**src/pwmPkg.sv**
```systemverilog
`default_nettype none

package pwmPkg;

	localparam int widthW = 12;   // Pulse width and cycle count
	localparam int dataW  = 16;   // Register word and sample
	localparam int tmW    = 4;

	typedef logic [widthW-1:0] width_t;
	typedef logic [dataW-1:0]  data_t;

	// Word offsets, byte offset over two
	typedef enum logic [4:0] {
		RegIrqClr = 5'h0E,
		RegCtrl   = 5'h18,
		RegCycle  = 5'h19,
		RegLeft   = 5'h1A,
		RegRight  = 5'h1B,
		RegMono   = 5'h1C
	} regOfs_t;

	localparam data_t ctrlMask = 16'h0F93;

	// Control register fields
	localparam int ctrlLeftEn  = 0;
	localparam int ctrlRightEn = 1;
	localparam int ctrlMono    = 4;
	localparam int ctrlRtp     = 7;    // DMA request enable
	localparam int ctrlTmLsb   = 8;    // Tm in periods, 0 counts as 1

endpackage

`default_nettype wire

```
**src/pwFifo.sv**
```systemverilog
`default_nettype none

module pwFifo import pwmPkg::*; #(
	parameter int Depth = 3
) (
	input  logic   CLK,
	input  logic   RST_N,
	input  logic   Push,
	input  width_t PushPw,
	input  logic   Pop,
	output width_t HeadPw,
	output logic   Full,
	output logic   Empty
);

	localparam int ptrW = (Depth > 1) ? $clog2(Depth) : 1;
	localparam int cntW = $clog2(Depth + 1);

	width_t          mem [Depth];
	logic [ptrW-1:0] wrPtr;
	logic [ptrW-1:0] rdPtr;
	logic [cntW-1:0] count;
	logic            doPush;
	logic            doPop;

	// Ring wrap at Depth, need not be a power of two
	function automatic logic [ptrW-1:0] nextPtr(logic [ptrW-1:0] p);
		return (p == ptrW'(Depth - 1)) ? '0 : p + 1'b1;
	endfunction

	assign Full   = count == cntW'(Depth);
	assign Empty  = count == '0;
	assign HeadPw = mem[rdPtr];
	assign doPush = Push && !Full;   // Lost when full
	assign doPop  = Pop && !Empty;

	always_ff @(posedge CLK) begin
		if (doPush)
			mem[wrPtr] <= PushPw;
	end

	always_ff @(posedge CLK or negedge RST_N) begin
		if (!RST_N) begin
			wrPtr <= '0;
			rdPtr <= '0;
			count <= '0;
		end else begin
			if (doPush)
				wrPtr <= nextPtr(wrPtr);
			if (doPop)
				rdPtr <= nextPtr(rdPtr);
			if (doPush && !doPop)
				count <= count + 1'b1;
			else if (doPop && !doPush)
				count <= count - 1'b1;
		end
	end

	countInRange: assert property (@(posedge CLK) disable iff (!RST_N)
		count <= cntW'(Depth));

endmodule

`default_nettype wire

```
**src/pwmRegs.sv**
```systemverilog
`default_nettype none

module pwmRegs import pwmPkg::*; (
	input  logic       CLK,
	input  logic       RST_N,
	input  logic       Tick,
	input  logic       Period,
	input  logic       RegWr,
	input  logic       RegRd,
	input  regOfs_t    RegAddr,
	input  logic [1:0] RegBe,
	input  data_t      RegWdata,
	input  logic       LeftFull,
	input  logic       LeftEmpty,
	input  logic       RightFull,
	input  logic       RightEmpty,
	output data_t      RegRdata,
	output data_t      Ctrl,
	output width_t     Cycle,
	output logic       LeftPush,
	output logic       RightPush,
	output width_t     LeftPw,
	output width_t     RightPw,
	output logic       IrqClr
);

	logic leftPend;
	logic rightPend;
	logic pushSlot;

	// Byte lane merge, be[0] low byte, be[1] high byte
	function automatic data_t mergeBytes(data_t cur, data_t wd, logic [1:0] be);
		data_t res;
		res = cur;
		if (be[0])
			res[7:0] = wd[7:0];
		if (be[1])
			res[15:8] = wd[15:8];
		return res;
	endfunction

	// Pops own the Period tick, pushes wait for the next free one
	assign pushSlot  = Tick && !Period;
	assign LeftPush  = pushSlot && leftPend;
	assign RightPush = pushSlot && rightPend;
	assign IrqClr    = RegWr && RegAddr == RegIrqClr;

	always_ff @(posedge CLK or negedge RST_N) begin
		if (!RST_N) begin
			Ctrl      <= '0;
			Cycle     <= '0;
			LeftPw    <= '0;
			RightPw   <= '0;
			leftPend  <= 1'b0;
			rightPend <= 1'b0;
		end else begin
			if (LeftPush)
				leftPend <= 1'b0;
			if (RightPush)
				rightPend <= 1'b0;

			if (RegWr) begin
				case (RegAddr)
					RegCtrl: Ctrl <= mergeBytes(Ctrl, RegWdata, RegBe) & ctrlMask;
					RegCycle: Cycle <= width_t'(mergeBytes(data_t'(Cycle), RegWdata, RegBe));
					RegLeft: begin
						LeftPw   <= width_t'(mergeBytes(data_t'(LeftPw), RegWdata, RegBe));
						leftPend <= 1'b1;      // New write wins over release
					end
					RegRight: begin
						RightPw   <= width_t'(mergeBytes(data_t'(RightPw), RegWdata, RegBe));
						rightPend <= 1'b1;
					end
					RegMono: begin
						LeftPw    <= width_t'(mergeBytes(data_t'(LeftPw), RegWdata, RegBe));
						RightPw   <= width_t'(mergeBytes(data_t'(RightPw), RegWdata, RegBe));
						leftPend  <= 1'b1;
						rightPend <= 1'b1;
					end
					default: ;
				endcase
			end
		end
	end

	// Width reads carry FIFO status in the top bits
	always_ff @(posedge CLK or negedge RST_N) begin
		if (!RST_N) begin
			RegRdata <= '0;
		end else if (RegRd) begin
			case (RegAddr)
				RegCtrl:  RegRdata <= Ctrl;
				RegCycle: RegRdata <= data_t'(Cycle);
				RegLeft:  RegRdata <= {LeftFull, LeftEmpty, 2'b00, LeftPw};
				RegRight: RegRdata <= {RightFull, RightEmpty, 2'b00, RightPw};
				RegMono:  RegRdata <= {RightFull, RightEmpty, 2'b00, RightPw};
				default:  RegRdata <= '0;
			endcase
		end
	end

	// Push never meets a pop, so the FIFO holds data afterwards
	leftPushLands: assert property (@(posedge CLK) disable iff (!RST_N)
		LeftPush |=> !LeftEmpty);

	rightPushLands: assert property (@(posedge CLK) disable iff (!RST_N)
		RightPush |=> !RightEmpty);

	// Push into a full FIFO is dropped and must not wrap
	leftFullDrop: assert property (@(posedge CLK) disable iff (!RST_N)
		(LeftPush && LeftFull) |=> LeftFull);

endmodule

`default_nettype wire

```
**src/pwmTimer.sv**
```systemverilog
`default_nettype none

module pwmTimer import pwmPkg::*; (
	input  logic   CLK,
	input  logic   RST_N,
	input  logic   Tick,
	input  data_t  Ctrl,
	input  width_t Cycle,
	input  logic   LeftEmpty,
	input  logic   RightEmpty,
	input  logic   IrqClr,
	output logic   Period,
	output logic   LeftValid,
	output logic   RightValid,
	output logic   PwmIrq,
	output logic   PwmDreq
);

	width_t         cycCnt;
	width_t         cycNext;
	logic [tmW-1:0] tmCnt;
	logic [tmW-1:0] tmNext;
	logic [tmW-1:0] tmLimit;
	logic           running;
	logic           expire;
	logic           dreqPend;

	assign running = (Ctrl[ctrlLeftEn] || Ctrl[ctrlRightEn]) && Cycle != '0;
	assign cycNext = cycCnt + 1'b1;
	assign Period  = Tick && running && cycNext >= Cycle;   // >= also ends a shrunk cycle

	assign tmLimit = (Ctrl[ctrlTmLsb +: tmW] == '0) ? tmW'(1) : Ctrl[ctrlTmLsb +: tmW];
	assign tmNext  = tmCnt + 1'b1;
	assign expire  = Period && tmNext >= tmLimit;

	// Qualified on the Period edge while the head is still in place
	assign RightValid = Period && !RightEmpty;
	assign LeftValid  = Period && (Ctrl[ctrlMono] ? !RightEmpty : !LeftEmpty);

	always_ff @(posedge CLK or negedge RST_N) begin
		if (!RST_N) begin
			cycCnt <= '0;
			tmCnt  <= '0;
		end else if (!running) begin
			cycCnt <= '0;
			tmCnt  <= '0;
		end else if (Period) begin
			cycCnt <= '0;
			tmCnt  <= expire ? '0 : tmNext;
		end else if (Tick) begin
			cycCnt <= cycNext;
		end
	end

	always_ff @(posedge CLK or negedge RST_N) begin
		if (!RST_N) begin
			PwmIrq   <= 1'b0;
			PwmDreq  <= 1'b0;
			dreqPend <= 1'b0;
		end else begin
			if (expire)
				PwmIrq <= 1'b1;
			else if (IrqClr)
				PwmIrq <= 1'b0;

			PwmDreq <= Tick && dreqPend;   // One clock wide
			if (expire && Ctrl[ctrlRtp])
				dreqPend <= 1'b1;
			else if (Tick)
				dreqPend <= 1'b0;
		end
	end

endmodule

`default_nettype wire

```
**src/pwmScaler.sv**
```systemverilog
`default_nettype none

module pwmScaler import pwmPkg::*; (
	input  logic   CLK,
	input  logic   RST_N,
	input  data_t  Ctrl,
	input  width_t Cycle,
	input  logic   LeftValid,
	input  logic   RightValid,
	input  width_t LeftPw,
	input  width_t RightPw,
	output data_t  PwmL,
	output data_t  PwmR
);

	width_t leftSel;

	// Width to signed sample, centered on half the cycle
	function automatic data_t toSample(width_t pw, width_t cyc);
		width_t half;
		width_t tmp;
		data_t  res;
		half = cyc >> 1;
		if (pw == '0)
			tmp = '0;
		else if (pw > cyc)
			tmp = half;       // Clipped
		else
			tmp = pw - half;
		if (!cyc[widthW-1])
			res = {tmp[11], tmp[9:0], 5'b00000};
		else
			res = {tmp, 4'b0000};
		return res;
	endfunction

	assign leftSel = Ctrl[ctrlMono] ? RightPw : LeftPw;   // Mono plays right on both

	always_ff @(posedge CLK or negedge RST_N) begin
		if (!RST_N) begin
			PwmL <= '0;
			PwmR <= '0;
		end else begin
			if (LeftValid)
				PwmL <= toSample(leftSel, Cycle);
			if (RightValid)
				PwmR <= toSample(RightPw, Cycle);
		end
	end

endmodule

`default_nettype wire

```
**src/pwmUnit.sv**
```systemverilog
`default_nettype none

module pwmUnit import pwmPkg::*; #(
	parameter int FifoDepth = 3
) (
	input  logic       CLK,
	input  logic       RST_N,
	input  logic       Tick,
	input  logic       RegWr,
	input  regOfs_t    RegAddr,
	input  logic [1:0] RegBe,
	input  data_t      RegWdata,
	input  logic       RegRd,
	output data_t      RegRdata,
	output data_t      PwmL,
	output data_t      PwmR,
	output logic       PwmIrq,
	output logic       PwmDreq
);

	data_t  ctrl;
	width_t cycle;
	logic   leftPush;
	logic   rightPush;
	width_t leftPw;
	width_t rightPw;
	logic   irqClr;
	logic   leftFull;
	logic   leftEmpty;
	logic   rightFull;
	logic   rightEmpty;
	width_t leftHead;
	width_t rightHead;
	logic   period;
	logic   leftValid;
	logic   rightValid;

	pwmRegs uRegs (
		.CLK        (CLK),
		.RST_N      (RST_N),
		.Tick       (Tick),
		.Period     (period),
		.RegWr      (RegWr),
		.RegRd      (RegRd),
		.RegAddr    (RegAddr),
		.RegBe      (RegBe),
		.RegWdata   (RegWdata),
		.LeftFull   (leftFull),
		.LeftEmpty  (leftEmpty),
		.RightFull  (rightFull),
		.RightEmpty (rightEmpty),
		.RegRdata   (RegRdata),
		.Ctrl       (ctrl),
		.Cycle      (cycle),
		.LeftPush   (leftPush),
		.RightPush  (rightPush),
		.LeftPw     (leftPw),
		.RightPw    (rightPw),
		.IrqClr     (irqClr)
	);

	pwFifo #(.Depth(FifoDepth)) uLeftFifo (
		.CLK    (CLK),
		.RST_N  (RST_N),
		.Push   (leftPush),
		.PushPw (leftPw),
		.Pop    (period),
		.HeadPw (leftHead),
		.Full   (leftFull),
		.Empty  (leftEmpty)
	);

	pwFifo #(.Depth(FifoDepth)) uRightFifo (
		.CLK    (CLK),
		.RST_N  (RST_N),
		.Push   (rightPush),
		.PushPw (rightPw),
		.Pop    (period),
		.HeadPw (rightHead),
		.Full   (rightFull),
		.Empty  (rightEmpty)
	);

	pwmTimer uTimer (
		.CLK        (CLK),
		.RST_N      (RST_N),
		.Tick       (Tick),
		.Ctrl       (ctrl),
		.Cycle      (cycle),
		.LeftEmpty  (leftEmpty),
		.RightEmpty (rightEmpty),
		.IrqClr     (irqClr),
		.Period     (period),
		.LeftValid  (leftValid),
		.RightValid (rightValid),
		.PwmIrq     (PwmIrq),
		.PwmDreq    (PwmDreq)
	);

	pwmScaler uScaler (
		.CLK        (CLK),
		.RST_N      (RST_N),
		.Ctrl       (ctrl),
		.Cycle      (cycle),
		.LeftValid  (leftValid),
		.RightValid (rightValid),
		.LeftPw     (leftHead),
		.RightPw    (rightHead),
		.PwmL       (PwmL),
		.PwmR       (PwmR)
	);

endmodule

`default_nettype wire

```
**config.mk**
```make
export PLATFORM = sky130hd
export DESIGN_NAME = pwmUnit
export DESIGN_NICKNAME = d
export VERILOG_FILES = /design/src/pwmPkg.sv /design/src/pwFifo.sv /design/src/pwmRegs.sv /design/src/pwmTimer.sv /design/src/pwmScaler.sv /design/src/pwmUnit.sv
export SDC_FILE = /design/constraint.sdc
export NUM_CORES = 1
export LEC_CHECK = 0
export ABC_AREA = 1
export BUFFER_PORTS_ARGS = -buffer_cell sky130_fd_sc_hd__buf_4
export CAP_MARGIN = 10
export CORE_UTILIZATION = 50
export CTS_BUF_LIST = sky130_fd_sc_hd__clkbuf_4 sky130_fd_sc_hd__clkbuf_8 sky130_fd_sc_hd__clkbuf_16
export DETAILED_ROUTE_END_ITERATION = 16
export PLACE_DENSITY_LB_ADDON = 0.3
export SLEW_MARGIN = 25
export SYNTH_ARGS = -nofsm -noshare
export SYNTH_HDL_FRONTEND = slang
export SYNTH_SLANG_ARGS = --single-unit
```
**constraint.sdc**
```tcl
create_clock -name CLK -period 8.9 [get_ports CLK]
set_input_delay 1.78 -clock CLK [delete_from_list [all_inputs] [get_ports CLK]]
set_output_delay 1.78 -clock CLK [all_outputs]
set_load 0.02 [all_outputs]
```
### Yosys cells after proc, flatten, opt, wreduce, memory -nomap -nowiden

Memory sizes are Yosys's and may differ from the RTL's.
Index checks and enable logic that the tools add are counted.

| word-level totals | value |
|---|---|
| register bits | 125 |
| RAM bits | 72 |
| bits of input ports | 28 |
| output and inout port bits | 50 |
| memories kept | 2 |

| cells by class | value |
|---|---|
| add/subtract/negate cells | 12 |
| $lt $le $gt $ge | 4 |
| equality and inequality tests | 14 |
| muxes and demuxes | 38 |
| reduce and logical (&&, ||, !) cells | 49 |

Memories:

| memory | words | width | read ports | clocked after Yosys merged registers in | wr ports | RTL line | RTL |
|---|---|---|---|---|---|---|---|
| uLeftFifo.mem | 3 | 12 | 1 | 0 | 1 | pwFifo.sv:19 | `width_t mem [Depth];` |
| uRightFifo.mem | 3 | 12 | 1 | 0 | 1 | pwFifo.sv:19 |  |

Operators by type and width:

| kind | number |
|---|---|
| 2-to-1 mux 12 bit | 8 |
| one-hot mux 16 bit (4 select lines) | 1 |
| 2-to-1 mux 15 bit | 2 |
| == test 5 bit, second input constant | 5 |
| greater-than comparator 12 bit | 2 |
| zero test 12 bit | 2 |
| AND reduction 3 bit | 8 |
| subtractor 12 x 11 -> 12 bit | 2 |
| logical AND 1 bit | 19 |
| 2-to-1 mux 2 bit | 8 |
| 2-to-1 mux 4 bit | 4 |
| 2-to-1 mux 1 bit | 15 |
| adder 12 x 1 -> 12 bit, second input constant | 1 |
| adder 2 x 1 -> 2 bit, second input constant | 6 |
| == test 2 bit, second input constant | 6 |
| >= comparator 12 bit | 1 |
| nonzero test 12 bit | 1 |
| zero test 1 bit | 9 |
| nonzero test 2 bit | 4 |
| == test 5 x 4 -> 1 bit, second input constant | 1 |
| adder 4 x 1 -> 4 bit, second input constant | 1 |
| >= comparator 4 bit | 1 |
| zero test 2 bit | 2 |
| zero test 4 bit | 1 |
| other kinds (5) | 7 |

### Longest topological paths before layout

| logic depth | value |
|---|---|
| depth in word-level cells | 12 |
| gate-level depth with buffers | 23 |
| depth with buffers taken out | 22 |

### Cells and area by module

From an unflattened synthesis, not the netlist that was laid out.

| unflattened totals | value |
|---|---|
| cells, all modules | 1375 |
| area total of the unflattened synthesis | 11116.9 um^2 |

Modules (own cells, without submodules):

| module | instances | cells each | area each (um^2) | sequential area each (um^2) |
|---|---|---|---|---|
| pwmScaler | 1 | 531 | 3365.7 | 600.6 |
| pwFifo | 2 | 131 | 1642.8 | 1231.2 |
| pwmRegs | 1 | 349 | 2831.5 | 1501.4 |
| pwmTimer | 1 | 233 | 1634.1 | 475.5 |

### Least setup slack after synthesis

OpenSTA, ideal clock, no wires.

| path | value |
|---|---|
| path kind | in2reg |
| start | in Tick |
| end | mem uLeftFifo.mem[2][0] (netlist name), enable pin |
| library setup time | 0.412 ns |
| data arrival time | 3.570 ns |
| data required time | 8.488 ns |
| slack | 4.918 ns |
| stages | 6 |
| buffers on the path | 1 |
| cells stage by stage | clkbuf_1 inv_1 nor2_1 nand2_2 nand2_1 nor4_1 |

| between the ends | value |
|---|---|
| longest elaborated chain between the ends | 8 |

Ends and longest elaborated chain:

| element | RTL line | RTL |
|---|---|---|
| start, declared | pwmUnit.sv:8 | `input logic Tick,` |
| logical AND 1 bit (2 in series) | pwmTimer.sv:30 | `assign Period = Tick && running && cycNext >= Cycle;` |
| zero test 1 bit | pwmRegs.sv:43 | `assign pushSlot = Tick && !Period;` |
| logical AND 1 bit * | pwmRegs.sv:43 |  |
| logical AND 1 bit * | pwmRegs.sv:44 | `assign LeftPush = pushSlot && leftPend;` |
| logical AND 1 bit * | pwFifo.sv:34 | `assign doPush = Push && !Full;` |
| 2-to-1 mux 1 bit * | pwFifo.sv:38 | `if (doPush)` |
| 2-to-1 mux 1 bit (implied by the code) * | pwFifo.sv:39 | `mem[wrPtr] <= PushPw;` |
| end, declared | pwFifo.sv:19 |  |

Every way passes the cells marked *; elsewhere a longest branch is shown, timed or not.

### Worst setup path in the final report

| path | value |
|---|---|
| start | reg uTimer.cycCnt[0] |
| end | reg uRightFifo.count[1] |

| between the ends | value |
|---|---|
| longest elaborated chain between the ends | 10 |
| elaborated cells between the ends (all ways) | 14 |
| classes of those cells | 1 x add/sub; 1 x order compare; 1 x mux; 11 x reduce/logical |

Ends and longest elaborated chain:

| element | RTL line | RTL |
|---|---|---|
| start, declared | pwmTimer.sv:19 | `width_t cycCnt;` |
| start signal, assigned | pwmTimer.sv:51 | `cycCnt <= cycNext;` |
| adder 12 x 1 -> 12 bit * | pwmTimer.sv:29 | `assign cycNext = cycCnt + 1'b1;` |
| >= comparator 12 bit * | pwmTimer.sv:30 |  |
| logical AND 1 bit * | pwmTimer.sv:30 |  |
| zero test 1 bit | pwmRegs.sv:43 |  |
| logical AND 1 bit | pwmRegs.sv:43 |  |
| logical AND 1 bit | pwmRegs.sv:45 | `assign RightPush = pushSlot && rightPend;` |
| logical AND 1 bit | pwFifo.sv:34 |  |
| zero test 1 bit | pwFifo.sv:54 | `else if (doPop && !doPush)` |
| logical AND 1 bit | pwFifo.sv:54 |  |
| nonzero test 2 bit (no source line) | - |  |
| end signal, assigned | pwFifo.sv:53 | `count <= count + 1'b1;` |
| end signal, assigned | pwFifo.sv:55 | `count <= count - 1'b1;` |
| end, declared | pwFifo.sv:22 | `logic [cntW-1:0] count;` |

Marked as above.
A chain may end at the register's enable or synchronous reset.

==> metrics.md <==
| Metric | Value |
|---|---|
| CP max stage delay | 0.62 ns |
| Crit start category | register |
| Die Ht | 148.7 um |
| CTS H-tree lvls | 4 |
| Most frequent cells in the layout | nand2_1 (408), inv_1 (146), nand3_1 (133) |
| Most common cell after layout, fill and taps aside | nand2_1 |
| Slew @ Worst Pin | 1.083 ns |
| Max rail drop VDD | 0.1403 mV |
| Bufs on Longest Clock Path | 2 |
| DRT iter0 DRCs | 752 |
| First-pass GRT wire length | 44.00 mm |
| Vias | 8948 |
| Global Route Usage Sum | 26.15% |
| Routed WL per cell | 16.66 um |
| CORE AREA | 21090 sq um |
| Skew-Pair Late Insertion Delay | 0.44 ns |
| DRC violations left | 0 |
| Layout cells sized above 1 | 9.832% |
| Final HPWL DP | 19.89 mm |
| Rows | 53 |
| Total power | 3.651 mW |
| Critical path's slowest cell | nor2_2 |
| IO Count | 78 |
| Largest net degree at the start of global routing | 62 |
| Num CTS Buffers | 17 |
| Worst flop-to-flop path startpoint | uTimer.cycCnt[0] |
| PD cells | 304.2 nW/um^2 |
| DIE AREA | 22120 sq um |
| Initial core utilization | 51.04% |
| Leakage | 5.941 nW |
| Worst Skew | 0.01205 ns |
| Critical-path cell list | nand3_1 > nor2_1 > nand3_1 > nor3_1 > xor2_1 > inv_1 > ha_1 > nand2_1 > nor2_1 > and2_1 > nand2_1 > nand4_1 > nand2_2 > nor2_2 > inv_1 > ha_1 > a21oi_1 > o21ai_0 > xnor2_1 |
| DIE WIDTH | 148.7 um |
| Initial antenna violation count | 0 |
| Fin cells | 1648 |
| CTS Sinks | 187 |
| Critical Path Fanout Max | 16 |
| Setup Fix Bufs, Post-CTS | 0 |
| Unrepaired setup endpoints after global routing | no |
| TritonCTS clock tree | built |
| Place WS | 4.414 ns |
| Area grow syn2layout | 11.51% |
| Hold Buf Count CTS | 0 |
| Sequential-to-total area share from yosys stat | 46.82% |
| Max-slew violations | 0 |
| Via density per instance | 5.430 |
| Max-cap violation count | 0 |
| Post-DRT Antenna Nets | 0 |
| Flops & latches, synth | 187 |
| Placed cell count | 1616 |
| Outcome | finished, final reports clean |
| Setup CP Type | register to register |
| Post-cts sizing count | 0 |
| YS warnings | 0 |
| Routability Congestion | 0.9557 |
| Worst EP arrival | 4.86 ns |
| PortBufs | 63 |
| Syn avg cell area | 8.217 sq um |
| Clk root buf | clkbuf_16 |
| # setup viols final | 0 |
| Min-Delay Path Class | register to register |
| Post-Syn Instances | 1310 |
| Layout Nets | 1456 |
| Final hold viol count | 0 |
| Drt first pass iters | 5 |
| HP Start | uScaler.PwmL[9] |
| Worst setup margin | 4.362 ns |
| GR Overflow Total | 0 |
| CP Launch Point | uTimer.cycCnt[0] |
| Worst slew margin | 27.54% |
| Critical Path RT | 9.22 ns |
| Synth cell types | 39 |
| Vias in the first global route | 8540 |
| CTS clk-pin slew, worst paths | 0.07 ns |
| Period utilization | 50.99% |
| Final wirelength | 27.45 mm |
| Tmin final | 4.538 ns |
| CP endpoint kind | register |
| ANT cells | 0 |
| Max Clk Rate | 0.2204 GHz |
| Final TNS setup | 0 ns |
| Netlist Area Pre-Place | 10760 sq um |
==> critical path: cells and delay by family, from the launching register on <==
kind                     cells  cell delay (ns)
AO/OA/AOI/OAI                2             0.26
XOR/XNOR                     2             0.32
adder cells (fa/ha/maj)      2             0.74
buffers and inverters        2             0.58
flip-flops                   1             0.43
AND/OR/NAND/NOR             11             2.08
==> cells by family (layout without fill, tap and decap cells) <==
logic type | Yosys count | after routing | share of synthesized area (%)
other | 1 | 10 | 0.03484
adder cells (fa/ha/maj) | 68 | 68 | 8.044
flip-flops | 187 | 187 | 46.82
AND/OR/NAND/NOR | 661 | 661 | 26.13
XOR/XNOR | 20 | 20 | 1.627
buffers and inverters | 194 | 248 | 7.544
multiplexers | 14 | 14 | 1.465
AO/OA/AOI/OAI | 165 | 165 | 8.334
==> power breakdown <==
part / switching [mW] / internal, mW / leakage [nW]
clock: 0.380 / 0.379 / 0.291
combinational: 1.11 / 0.614 / 3.46
sequential: 0.135 / 1.03 / 2.19
==> cell type report <==
class / count / area [sq um]
clock buffer: 17 / 425.4
clock inverter: 15 / 163.9
fill: 1911 / 9085
inverter: 148 / 555.5
multi-input combinational: 938 / 4964
sequential: 187 / 5040
tap: 275 / 344.1
timing repair buffer: 68 / 510.5
==> registers in the layout, summed over array words and instances, names as in the netlist <==
name,flops
uLeftFifo.mem,36
uRightFifo.mem,36
uRegs.RegRdata,14
uRegs.Cycle,12
uRegs.LeftPw,12
uRegs.RightPw,12
uScaler.PwmL,12
uScaler.PwmR,12
uTimer.cycCnt,12
uRegs.Ctrl,8
uTimer.tmCnt,4
uLeftFifo.count,2
uLeftFifo.rdPtr,2
uLeftFifo.wrPtr,2
uRightFifo.count,2
uRightFifo.rdPtr,2
uRightFifo.wrPtr,2
uRegs.leftPend,1
uRegs.rightPend,1
uTimer.PwmDreq,1
uTimer.PwmIrq,1
uTimer.dreqPend,1
==> final timing paths <==
check	slack (ns)	depth (start not counted)	endpoint
worst min register to register	0.48	2	uScaler.PwmL[9]
max in group asynchronous	6.22	2	uRegs.LeftPw[6]
worst min-delay path	0.48	2	uScaler.PwmL[9]
worst max register to register	4.36	19	uRightFifo.count[1]
min in group asynchronous	1.45	1	uScaler.PwmR[15]
worst max-delay path	4.36	19	uRightFifo.count[1]
==> synthesized netlist by cell type (all sizes together) <==
cell type	n	share of area, %
nand2	409	14
fa	2	0.37
a21boi	1	0.070
and3	8	0.46
o21bai	7	0.49
o22ai	2	0.12
edfxtp	72	20
a21oi	47	2.2
a31o	1	0.081
clkbuf	20	0.70
mux2	14	1.5
dfrtp	115	27
nor3	7	0.33
nand3	139	6.7
nand3b	1	0.070
xor2	9	0.73
ha	66	7.7
a22oi	9	0.63
buf	26	1.7
nand4	24	1.4
o21a	1	0.070
a21o	2	0.14
nor4	2	0.12
a22o	1	0.081
inv	148	5.2
xnor2	11	0.90
or2	2	0.12
o21ai	94	4.5
and2	3	0.17
nor2	66	2.4
conb	1	0.035
==> through the flow <==
stage | instance area (sq um) | utilization (%) | hold slack [ns]
2_1_floorplan | 10800 | - | 0.4365
3_3_place_gp | 11410 | 54.11 | 0.4569
3_5_place_dp | 11410 | 54.11 | 0.4656
4_1_cts | 12000 | 56.91 | 0.4844
5_1_grt | 12000 | 56.92 | 0.5090
6_report | 12000 | 56.92 | 0.4833
==> layer usage <==
metal	share of wire (%)	vias to the layer above	GRT usage, %
li1	-	4412	-
met1	44	4173	33.87
met2	48	312	44.11
met3	6.0	51	4.663
met4	2.4	0	8.814
met5	0	-	0
(Power assumes the default switching activity.)
